## src/hdl/periph_pkg.sv

```systemverilog
// APB request and response structs, address width, register offset and serializer state enums
package periph_pkg;

	localparam int APB_ADDR_W = 16;

	// ------------------------------------------------------------------
	// APB signals, requester to completer and back

	typedef struct packed {
		logic                  sel;
		logic                  enable;
		logic                  write;
		logic [APB_ADDR_W-1:0] addr;
		logic [31:0]           wdata;
	} apb_req_t;

	typedef struct packed {
		logic [31:0] rdata;
		logic        ready;
		logic        slverr;
	} apb_rsp_t;

	// ------------------------------------------------------------------
	// Register offsets within each completer

	// CTRL bit 0 enables counting
	typedef enum logic [15:0] {
		CTRL      = 16'h0000,
		MTIME     = 16'h0008,
		MTIMEH    = 16'h000c,
		MTIMECMP  = 16'h0010,
		MTIMECMPH = 16'h0014
	} timer_reg_e;

	// CSR bit 0 enables the UART, bit 1 the TX-idle interrupt
	typedef enum logic [15:0] {
		CSR    = 16'h0000,
		DIV    = 16'h0004,
		TXDATA = 16'h0008,
		STAT   = 16'h000c
	} uart_reg_e;

	// Transmitter FSM
	typedef enum logic [1:0] {
		IDLE,
		START,
		DATA,
		STOP
	} ser_state_e;

endpackage

```

## src/hdl/apb_splitter.sv

```systemverilog
// APB address decoder routing one requester to N completers and merging their responses
module apb_splitter import periph_pkg::*; #(
	parameter int                              N_SLAVES  = 2,
	parameter logic [N_SLAVES*APB_ADDR_W-1:0]  ADDR_MAP  = '0,
	parameter logic [N_SLAVES*APB_ADDR_W-1:0]  ADDR_MASK = '0
) (
	input  apb_req_t                 req,
	output apb_rsp_t                 rsp,

	output apb_req_t [N_SLAVES-1:0]  slv_req,
	input  apb_rsp_t [N_SLAVES-1:0]  slv_rsp
);

logic [N_SLAVES-1:0] sel_oh;
logic                found;

// ----------------------------------------------------------------------
// Address decode

// First matching entry wins if the map ever overlaps
always_comb begin
	sel_oh = '0;
	found = 1'b0;
	for (int i = 0; i < N_SLAVES; i++) begin
		if (!found && ((req.addr & ADDR_MASK[i*APB_ADDR_W +: APB_ADDR_W]) ==
				ADDR_MAP[i*APB_ADDR_W +: APB_ADDR_W])) begin
			sel_oh[i] = 1'b1;
			found = 1'b1;
		end
	end
end

// Everything but sel is broadcast
always_comb begin
	for (int i = 0; i < N_SLAVES; i++) begin
		slv_req[i] = req;
		slv_req[i].sel = req.sel && sel_oh[i];
	end
end

// ----------------------------------------------------------------------
// Response merge

always_comb begin
	rsp = '0;
	if (found) begin
		for (int i = 0; i < N_SLAVES; i++) begin
			if (sel_oh[i]) begin
				rsp = slv_rsp[i];
			end
		end
	end else begin
		// Hole in the map, error out in the access phase
		rsp.ready = req.sel && req.enable;
		rsp.slverr = req.sel && req.enable;
	end
end

endmodule

```

## src/hdl/mtime_timer.sv

```systemverilog
// RISC-V machine timer with APB registers, tick-gated 64-bit counter and compare interrupt
module mtime_timer import periph_pkg::*; (
	input  logic     clk,
	input  logic     arst_n,

	input  apb_req_t req,
	output apb_rsp_t rsp,

	input  logic     tick,
	input  logic     dbg_halt,
	output logic     timer_irq
);

logic                  ctrl_en;
logic [63:0]           mtime;
logic [63:0]           mtimecmp;

logic [APB_ADDR_W-1:0] offset;
logic                  access;
logic                  wr_en;
logic                  reg_hit;
logic [31:0]           rd_data;

// Register block is 256 bytes, upper bits alias
assign offset = {{(APB_ADDR_W-8){1'b0}}, req.addr[7:0]};
assign access = req.sel && req.enable;
assign wr_en = access && req.write && reg_hit;

// ----------------------------------------------------------------------
// APB decode and read data

always_comb begin
	rd_data = '0;
	reg_hit = 1'b1;
	case (offset)
		CTRL:      rd_data = {31'h0, ctrl_en};
		MTIME:     rd_data = mtime[31:0];
		MTIMEH:    rd_data = mtime[63:32];
		MTIMECMP:  rd_data = mtimecmp[31:0];
		MTIMECMPH: rd_data = mtimecmp[63:32];
		default:   reg_hit = 1'b0;
	endcase
	// Zero wait states
	rsp = '0;
	rsp.ready = access;
	rsp.slverr = access && !reg_hit;
	rsp.rdata = rd_data;
end

// ----------------------------------------------------------------------
// Counter, registers and interrupt

always_ff @(posedge clk or negedge arst_n) begin
	if (!arst_n) begin
		ctrl_en <= 1'b0;
		mtime <= '0;
		mtimecmp <= '1;
		timer_irq <= 1'b0;
	end else begin
		if (ctrl_en && tick && !dbg_halt) begin
			mtime <= mtime + 64'd1;
		end
		// A software write to a half overrides the count for that half
		if (wr_en) begin
			case (offset)
				CTRL:      ctrl_en <= req.wdata[0];
				MTIME:     mtime[31:0] <= req.wdata;
				MTIMEH:    mtime[63:32] <= req.wdata;
				MTIMECMP:  mtimecmp[31:0] <= req.wdata;
				MTIMECMPH: mtimecmp[63:32] <= req.wdata;
				default:   ;
			endcase
		end
		timer_irq <= mtime >= mtimecmp;
	end
end

endmodule

```

## src/hdl/uart_regs.sv

```systemverilog
// UART register block with CSR, divisor, TX data and status, TX-idle interrupt and busy stall
module uart_regs import periph_pkg::*; (
	input  logic        clk,
	input  logic        arst_n,

	input  apb_req_t    req,
	output apb_rsp_t    rsp,

	input  logic        busy,
	output logic        start,
	output logic [7:0]  tx_byte,
	output logic [15:0] div,
	output logic        uart_irq
);

logic                  csr_en;
logic                  csr_irq_en;

logic [APB_ADDR_W-1:0] offset;
logic                  access;
logic                  tx_write;
logic                  reg_hit;
logic [31:0]           rd_data;

assign offset = {{(APB_ADDR_W-8){1'b0}}, req.addr[7:0]};
assign access = req.sel && req.enable;
assign tx_write = access && req.write && (offset == TXDATA);

// Byte goes straight to the serializer on the completing edge
assign start = tx_write && !busy && csr_en;
assign tx_byte = req.wdata[7:0];

assign uart_irq = csr_irq_en && !busy;

// ----------------------------------------------------------------------
// APB decode

always_comb begin
	rd_data = '0;
	reg_hit = 1'b1;
	case (offset)
		CSR:     rd_data = {30'h0, csr_irq_en, csr_en};
		DIV:     rd_data = {16'h0, div};
		TXDATA:  reg_hit = req.write;  // write only
		STAT:    rd_data = {31'h0, busy};
		default: reg_hit = 1'b0;
	endcase
	rsp = '0;
	// Hold off a TX write until the frame in flight is out
	rsp.ready = access && !(tx_write && busy);
	rsp.slverr = access && !reg_hit;
	rsp.rdata = rd_data;
end

always_ff @(posedge clk or negedge arst_n) begin
	if (!arst_n) begin
		csr_en <= 1'b0;
		csr_irq_en <= 1'b0;
		div <= '0;
	end else if (access && req.write) begin
		if (offset == CSR) begin
			csr_en <= req.wdata[0];
			csr_irq_en <= req.wdata[1];
		end
		if (offset == DIV) begin
			div <= req.wdata[15:0];
		end
	end
end

endmodule

```

## src/hdl/uart_serializer.sv

```systemverilog
// UART transmit serializer with start bit, eight data bits LSB first and stop bit
module uart_serializer import periph_pkg::*; (
	input  logic        clk,
	input  logic        arst_n,

	input  logic        start,
	input  logic [7:0]  tx_byte,
	input  logic [15:0] div,

	output logic        busy,
	output logic        tx
);

ser_state_e  state;
logic [15:0] bit_cnt;
logic [2:0]  bit_idx;
logic [7:0]  shift;
logic        bit_done;

assign busy = state != IDLE;
// Each bit runs div+1 cycles
assign bit_done = busy && (bit_cnt == 16'd0);

// ----------------------------------------------------------------------
// Bit timing and FSM

always_ff @(posedge clk or negedge arst_n) begin
	if (!arst_n) begin
		state <= IDLE;
		bit_cnt <= '0;
		bit_idx <= '0;
		tx <= 1'b1;
	end else if (state == IDLE) begin
		if (start) begin
			state <= START;
			bit_cnt <= div;
			tx <= 1'b0;
		end
	end else if (!bit_done) begin
		bit_cnt <= bit_cnt - 16'd1;
	end else begin
		bit_cnt <= div;
		case (state)
			START: begin
				state <= DATA;
				bit_idx <= '0;
				tx <= shift[0];
			end
			DATA: begin
				if (bit_idx == 3'd7) begin
					state <= STOP;
					tx <= 1'b1;
				end else begin
					bit_idx <= bit_idx + 3'd1;
					tx <= shift[0];
				end
			end
			default: state <= IDLE;
		endcase
	end
end

// Next bit to send always sits in shift[0]
always_ff @(posedge clk) begin
	if (state == IDLE && start) begin
		shift <= tx_byte;
	end else if (bit_done && state != STOP) begin
		shift <= {1'b0, shift[7:1]};
	end
end

endmodule

```

## src/hdl/periph_top.sv

```systemverilog
// Peripheral subsystem top with APB splitter, machine timer and transmit UART
module periph_top import periph_pkg::*; (
	input  logic     clk,
	input  logic     arst_n,

	input  apb_req_t apb_req,
	output apb_rsp_t apb_rsp,

	input  logic     tick,
	input  logic     dbg_halt,
	output logic     timer_irq,
	output logic     uart_irq,
	output logic     uart_tx
);

// ----------------------------------------------------------------------
// Address map
//   slot 0  timer  0x0000
//   slot 1  UART   0x4000

localparam int                          N_SLAVES  = 2;
localparam logic [N_SLAVES*APB_ADDR_W-1:0] ADDR_MAP  = {16'h4000, 16'h0000};
localparam logic [N_SLAVES*APB_ADDR_W-1:0] ADDR_MASK = {16'hc000, 16'hc000};

apb_req_t [N_SLAVES-1:0] slv_req;
apb_rsp_t [N_SLAVES-1:0] slv_rsp;

logic        uart_busy;
logic        uart_start;
logic [7:0]  uart_byte;
logic [15:0] uart_div;

apb_splitter #(
	.N_SLAVES  (N_SLAVES),
	.ADDR_MAP  (ADDR_MAP),
	.ADDR_MASK (ADDR_MASK)
) splitter_u (
	.req     (apb_req),
	.rsp     (apb_rsp),
	.slv_req (slv_req),
	.slv_rsp (slv_rsp)
);

mtime_timer timer_u (
	.clk       (clk),
	.arst_n    (arst_n),
	.req       (slv_req[0]),
	.rsp       (slv_rsp[0]),
	.tick      (tick),
	.dbg_halt  (dbg_halt),
	.timer_irq (timer_irq)
);

// ----------------------------------------------------------------------
// UART, registers beside the serializer they drive

uart_regs uart_regs_u (
	.clk      (clk),
	.arst_n   (arst_n),
	.req      (slv_req[1]),
	.rsp      (slv_rsp[1]),
	.busy     (uart_busy),
	.start    (uart_start),
	.tx_byte  (uart_byte),
	.div      (uart_div),
	.uart_irq (uart_irq)
);

uart_serializer uart_ser_u (
	.clk     (clk),
	.arst_n  (arst_n),
	.start   (uart_start),
	.tx_byte (uart_byte),
	.div     (uart_div),
	.busy    (uart_busy),
	.tx      (uart_tx)
);

endmodule

```

## config.mk

```make
export PLATFORM = sky130hd
export DESIGN_NAME = periph_top
export DESIGN_NICKNAME = d
export VERILOG_FILES = /design/src/hdl/periph_pkg.sv /design/src/hdl/apb_splitter.sv /design/src/hdl/mtime_timer.sv /design/src/hdl/uart_regs.sv /design/src/hdl/uart_serializer.sv /design/src/hdl/periph_top.sv
export SDC_FILE = /design/constraint.sdc
export NUM_CORES = 1
export LEC_CHECK = 0
export BUFFER_PORTS_ARGS = -buffer_cell sky130_fd_sc_hd__buf_2
export CORE_MARGIN = 3
export CORE_UTILIZATION = 40
export CTS_BUF_LIST = sky130_fd_sc_hd__clkbuf_8
export DETAILED_ROUTE_END_ITERATION = 10
export PLACE_DENSITY_LB_ADDON = 0.2
export SLEW_MARGIN = 20
export SYNTH_ARGS = -nofsm -noshare
export SYNTH_HDL_FRONTEND = slang
export SYNTH_SLANG_ARGS = --single-unit
```

## constraint.sdc

```tcl
create_clock -name clk -period 5.3 [get_ports clk]
set_input_delay 0.53 -clock clk [delete_from_list [all_inputs] [get_ports clk]]
set_output_delay 0.53 -clock clk [all_outputs]
set_load 0.01 [all_outputs]
```

======== Yosys cells after proc, flatten, opt, wreduce, memory -nomap -nowiden ========
Cells that the tools add are included.
word-level totals
  register bits ........................... 178
  bits of input ports ..................... 55
  output and inout bits ................... 37
cells by class
  add/subtract/negate cells ............... 3
  magnitude comparators ................... 1
  eq/ne operators ......................... 13
  mux-type cells .......................... 32
  bitwise operators ....................... 1
  reductions and logical operators ........ 47
operator list
  kind                                                                  count
  32-bit case mux with 5 select lines                                   1
  64-bit two-way mux                                                    2
  32-bit two-way mux                                                    3
  34-bit two-way mux                                                    2
  64-bit by 1-bit adder with 64-bit output, second input constant       1
  64-bit >= comparator                                                  1
  16-bit logical NOT                                                    3
  16-bit two-way mux                                                    3
  16-bit case mux with 3 select lines                                   1
  1-bit logical AND                                                     22
  8-bit by 4-bit == test with 1-bit output, second input constant       2
  8-bit by 5-bit == test with 1-bit output, second input constant       2
  8-bit two-way mux                                                     2
  16-bit by 1-bit subtractor with 16-bit output, second input constant  1
  2-bit two-way mux                                                     5
  2-bit AND reduction                                                   5
  8-bit by 3-bit == test with 1-bit output, second input constant       1
  1-bit two-way mux                                                     8
  2-bit nonzero test                                                    4
  1-bit logical NOT                                                     6
  3-bit case mux with 2 select lines                                    1
  3-bit AND reduction                                                   2
  5-bit OR reduction                                                    1
  2-bit by 1-bit == test with 1-bit output, second input constant       2
  other kinds (14)                                                      16

======== Depth between registers and ports, before layout ========
  word-level depth ........................ 14
  gate-level depth with buffers ........... 11
  depth with buffers taken out ............ 8

======== By module ========
From an unflattened synthesis, not the netlist that was laid out.
unflattened totals
  cells, all modules ...................... 1450
  area total of the unflattened synthesis .. 12767.2 µm²
modules (own cells, without submodules)
  module           instances  cells an instance  area each (µm²)  seq. area each (µm²)
  mtime_timer      1          979                8526.9           3333.2
  uart_serializer  1          190                1751.7           792.0
  apb_splitter     1          180                1335.0           0.0
  uart_regs        1          101                1153.6           450.4

======== Worst setup path before layout ========
No wires, ideal clock.
  path kind ............................... input to output
  from .................................... input apb_req[33] (netlist bit)
  to ...................................... output apb_rsp[25] (netlist bit)
  arrival ................................. 2.379 ns
  slack ................................... 2.391 ns
  stages .................................. 7
  path buffers ............................ 3
  cell sequence ........................... or4_1 buf_2 nor4b_2 buf_2 buf_2 a22oi_1 a21oi_1
RTL lines
  what             RTL line         text
  start, declared  periph_top.sv:6  input apb_req_t apb_req,
  end, declared    periph_top.sv:7  output apb_rsp_t apb_rsp,

==> flow_summary.toml <==
[logic_synthesis]
ys_top_cells_by_area = "dfrtp_1 24%, dfstp_2 15%, ha_1 8.0%, o21ai_0 5.9%, nand2_1 5.3%"
synthArstFlopShare_pct = 95.5
yosysTopAreaCell = "dfrtp_1"
avgSynthCellArea_um2 = 8.75
synth_flop_cell = "dfrtp_1"
ys_seq_area_share_pct = 41.0
syn_nets = 1401
synth_top_area_share_pct = 23.6
synth_edf_count = 8
synth.distinct_cells = 62
syn_inst = 1275
ys_ff_latch = 178
netlist_area_um2 = 11200
yosys_warnings = 0

[sta]
slew_viol_final = 0
fmax_mhz = 270
final.setup.tns_ns = 0
finalCritPeriodShare_pct = 69.8
hold_viol = 0
worst_slew_pin_slew_ns = 0.983
fin_ws_ns = 1.60
max_slew_margin_pct = 34.2
fin_skew_ns = 0.0186
rsz0062_at_grt = "false"
whs_ns = 0.0470
setup_viol = 0
fin_crit_ns = 3.70

[power]
leakagePower_nw = 5.70
p_sw_share_pct = 30.4
power_frac_comb_pct = 17.7
intPower_mw = 2.22
power_density_nw_per_um2 = 257
p_switching_uw = 968
p_clk_share_pct = 34.8
seqPwrFrac_pct = 47.5
p_total_mw = 3.18
ir_drop_mv = 0.186

[global_route]
grt_pass1_vias = 9339
groute.usage.overall_pct = 21.6
grt_max_degree = 72
grt_pass1_wl_mm = 51.8
grt_overflow = 0
antenna_found_initial = 0

[route]
wl_mm = 32.5
ant_nets = 0
first_pass_iters = 5
drt-vias-per-instance = 5.53
initialDrtViolationCount = 680
wl_per_cell_um = 18.9
num_vias = 9498
drc_errors = 0

[setup_path]
worst_path_most_repeated_cell = "buf_2"
crit_path_end_kind = "output pin"
crit_type = "primary input to output pin"
r2r-end = "uart_ser_u.state[1]"
critPathBufInv = 3
max_stage_delay_ns = 0.75
cp_slowest_cell = "or4_1"
crit_chain = "buf_2 > or4_1 > a211oi_1 > nand2_1 > buf_4 > a21oi_1 > buf_2"
worstPathArrival_ns = 3.17
worst_r2r_startpoint = "uart_ser_u.bit_cnt[0]"
worstPathRequired_ns = 4.77
r2r_cells = 7
crit_fanout = 16
crit_cells = 7
critPathLaunchType = "primary input"
ff2ff_setup_slack_ns = 2.21
cp_top_family = "simple AND/OR/NAND/NOR gates"

[floorplanning]
rows = 60
die_h_um = 173
die_area_um2 = 29900
num_io_pins = 92
die_width_um = 173
fp.coreArea_um2 = 27200
initial_core_util_pct = 41.0

[clocking]
path_clk_slew_ns = 0.09
cts_setup_buffers = 0
cts_tree = "done"
numCtsBuffers = 17
cts_resized = 0
root_buffer = "clkbuf_8"
clk_latency_ns = 0.49
cts_num_sinks = 178
htree_levels = 4
cts_buffer_depth = 2
ctsHoldBuffers = 0

[run]
drv_cap = 0

[finish]
drive_gt1_share_pct = 18.2
n_antenna_cell = 0
final_nets = 1457
fin_util_pct = 45.6
area_growth_pct = 11.0

[placement]
numPortBuffers = 85
dp_hpwl_mm = 23.7
routabilityCongestion = 0.885
dp_slack_ns = 1.35

[worst_hold_path]
hp-class = "primary input to asynchronous set/reset pin"

[run_status]
run_status = "finished clean"
## state kept, by name, summed over array words and instances, names as in the netlist, 2 cells and up
register,count
timer_u.mtime,64
timer_u.mtimecmp,64
uart_regs_u.div,16
uart_ser_u.bit_cnt,16
uart_ser_u.shift,8
uart_ser_u.bit_idx,3
uart_ser_u.state,2
## synthesized netlist by cell type (4+ instances only)
master	number
nor3_1	31
nand4_1	26
mux2i_1	5
clkbuf_1	30
nor4_1	16
xor2_1	17
a22oi_1	50
a21oi_1	110
inv_1	81
nor2b_1	4
and4_1	6
or2_2	4
o21ai_0	132
nand3_1	44
dfrtp_1	105
nand2_1	158
nor2_1	94
a21o_1	12
nand2b_1	4
ha_1	71
xnor2_1	46
buf_2	31
a22o_1	13
mux2_2	22
dfstp_2	65
a221oi_1	8
a211oi_1	4
nor3b_1	5
and3_1	15
mux2_1	8
edfxtp_1	8
## worst max-delay path by stage
stage                     slack (ns)     endpoint         from
after global placement          1.35  apb_rsp[32]  apb_req[33]
after global routing            1.47  apb_rsp[33]  apb_req[33]
after CTS                       1.34  apb_rsp[32]  apb_req[33]
final                           1.60  apb_rsp[33]  apb_req[33]
after floorplan                 2.39  apb_rsp[25]  apb_req[33]
after detailed placement        1.35  apb_rsp[32]  apb_req[33]
## cells in the final DEF, fill, tap and decap left out, types with 3 or more instances in the layout
master,count
clkinv_4,3
and3_1,15
nor3_1,31
buf_2,84
nor4_1,16
dfrtp_1,105
nand2b_1,4
a221oi_1,8
a21o_1,12
o21a_1,3
mux2_1,8
nand3_1,44
nor3b_1,5
mux2i_1,5
xnor2_1,46
a22oi_1,50
bufinv_16,5
mux2_2,22
and2_1,3
clkbuf_8,18
a211oi_1,4
ha_1,71
nand4_1,26
or2_2,4
a21oi_1,110
edfxtp_1,8
buf_4,17
o21ai_0,132
inv_1,83
xor2_1,17
a22o_1,13
nand2_1,157
and4_1,5
dfstp_2,65
o22ai_1,3
nor2_1,94
## metal layers
metal  global-route usage (%)  vias up  part of all wire (%)
met5                        0        -                     0
met4                     6.08        0                   2.1
met3                     3.34       41                   4.1
met2                     35.3      238                    47
met1                     29.8     4586                    47
li1                         -     4633                     -
## cells by family (layout without fill, tap and decap cells)
family | Yosys count | in the layout | share of synthesized area, %
fa+ha+maj | 71 | 71 | 7.96
compound gates | 353 | 353 | 18.6
xor+xnor | 63 | 63 | 4.95
mux | 35 | 35 | 3.48
simple gates | 428 | 428 | 18.4
buf+inv | 147 | 216 | 5.53
flops | 178 | 178 | 41.0
## cell type report
cell class              count  area [µm²]
flip-flops and latches    178        4580
well taps                 372         465
multi-input cells         950        6020
repair buffers            102         559
clock buffers              18         248
inverters                  82         308
fillers                  2714       14800
clock inverters            14         213
## power groups by stage
stage | clock [mW] | sequential, mW | combinational [mW]
after CTS | 1.13 | 1.51 | 0.561
after detailed placement | 0 | 1.53 | 0.562
after floorplan | 0 | 1.52 | 0.419
after global routing | 1.18 | 1.52 | 0.642
final | 1.11 | 1.51 | 0.564
after global placement | 0 | 1.53 | 0.548
## through the flow
stage / instance area, µm² / std cells
after floorplan: 11200 / 1275
after global placement: 11900 / 1682
after detailed placement: 11900 / 1682
after CTS: 12400 / 1714
after global routing: 12400 / 1716
final: 12400 / 1716
Power figures use the tool's default switching activity.
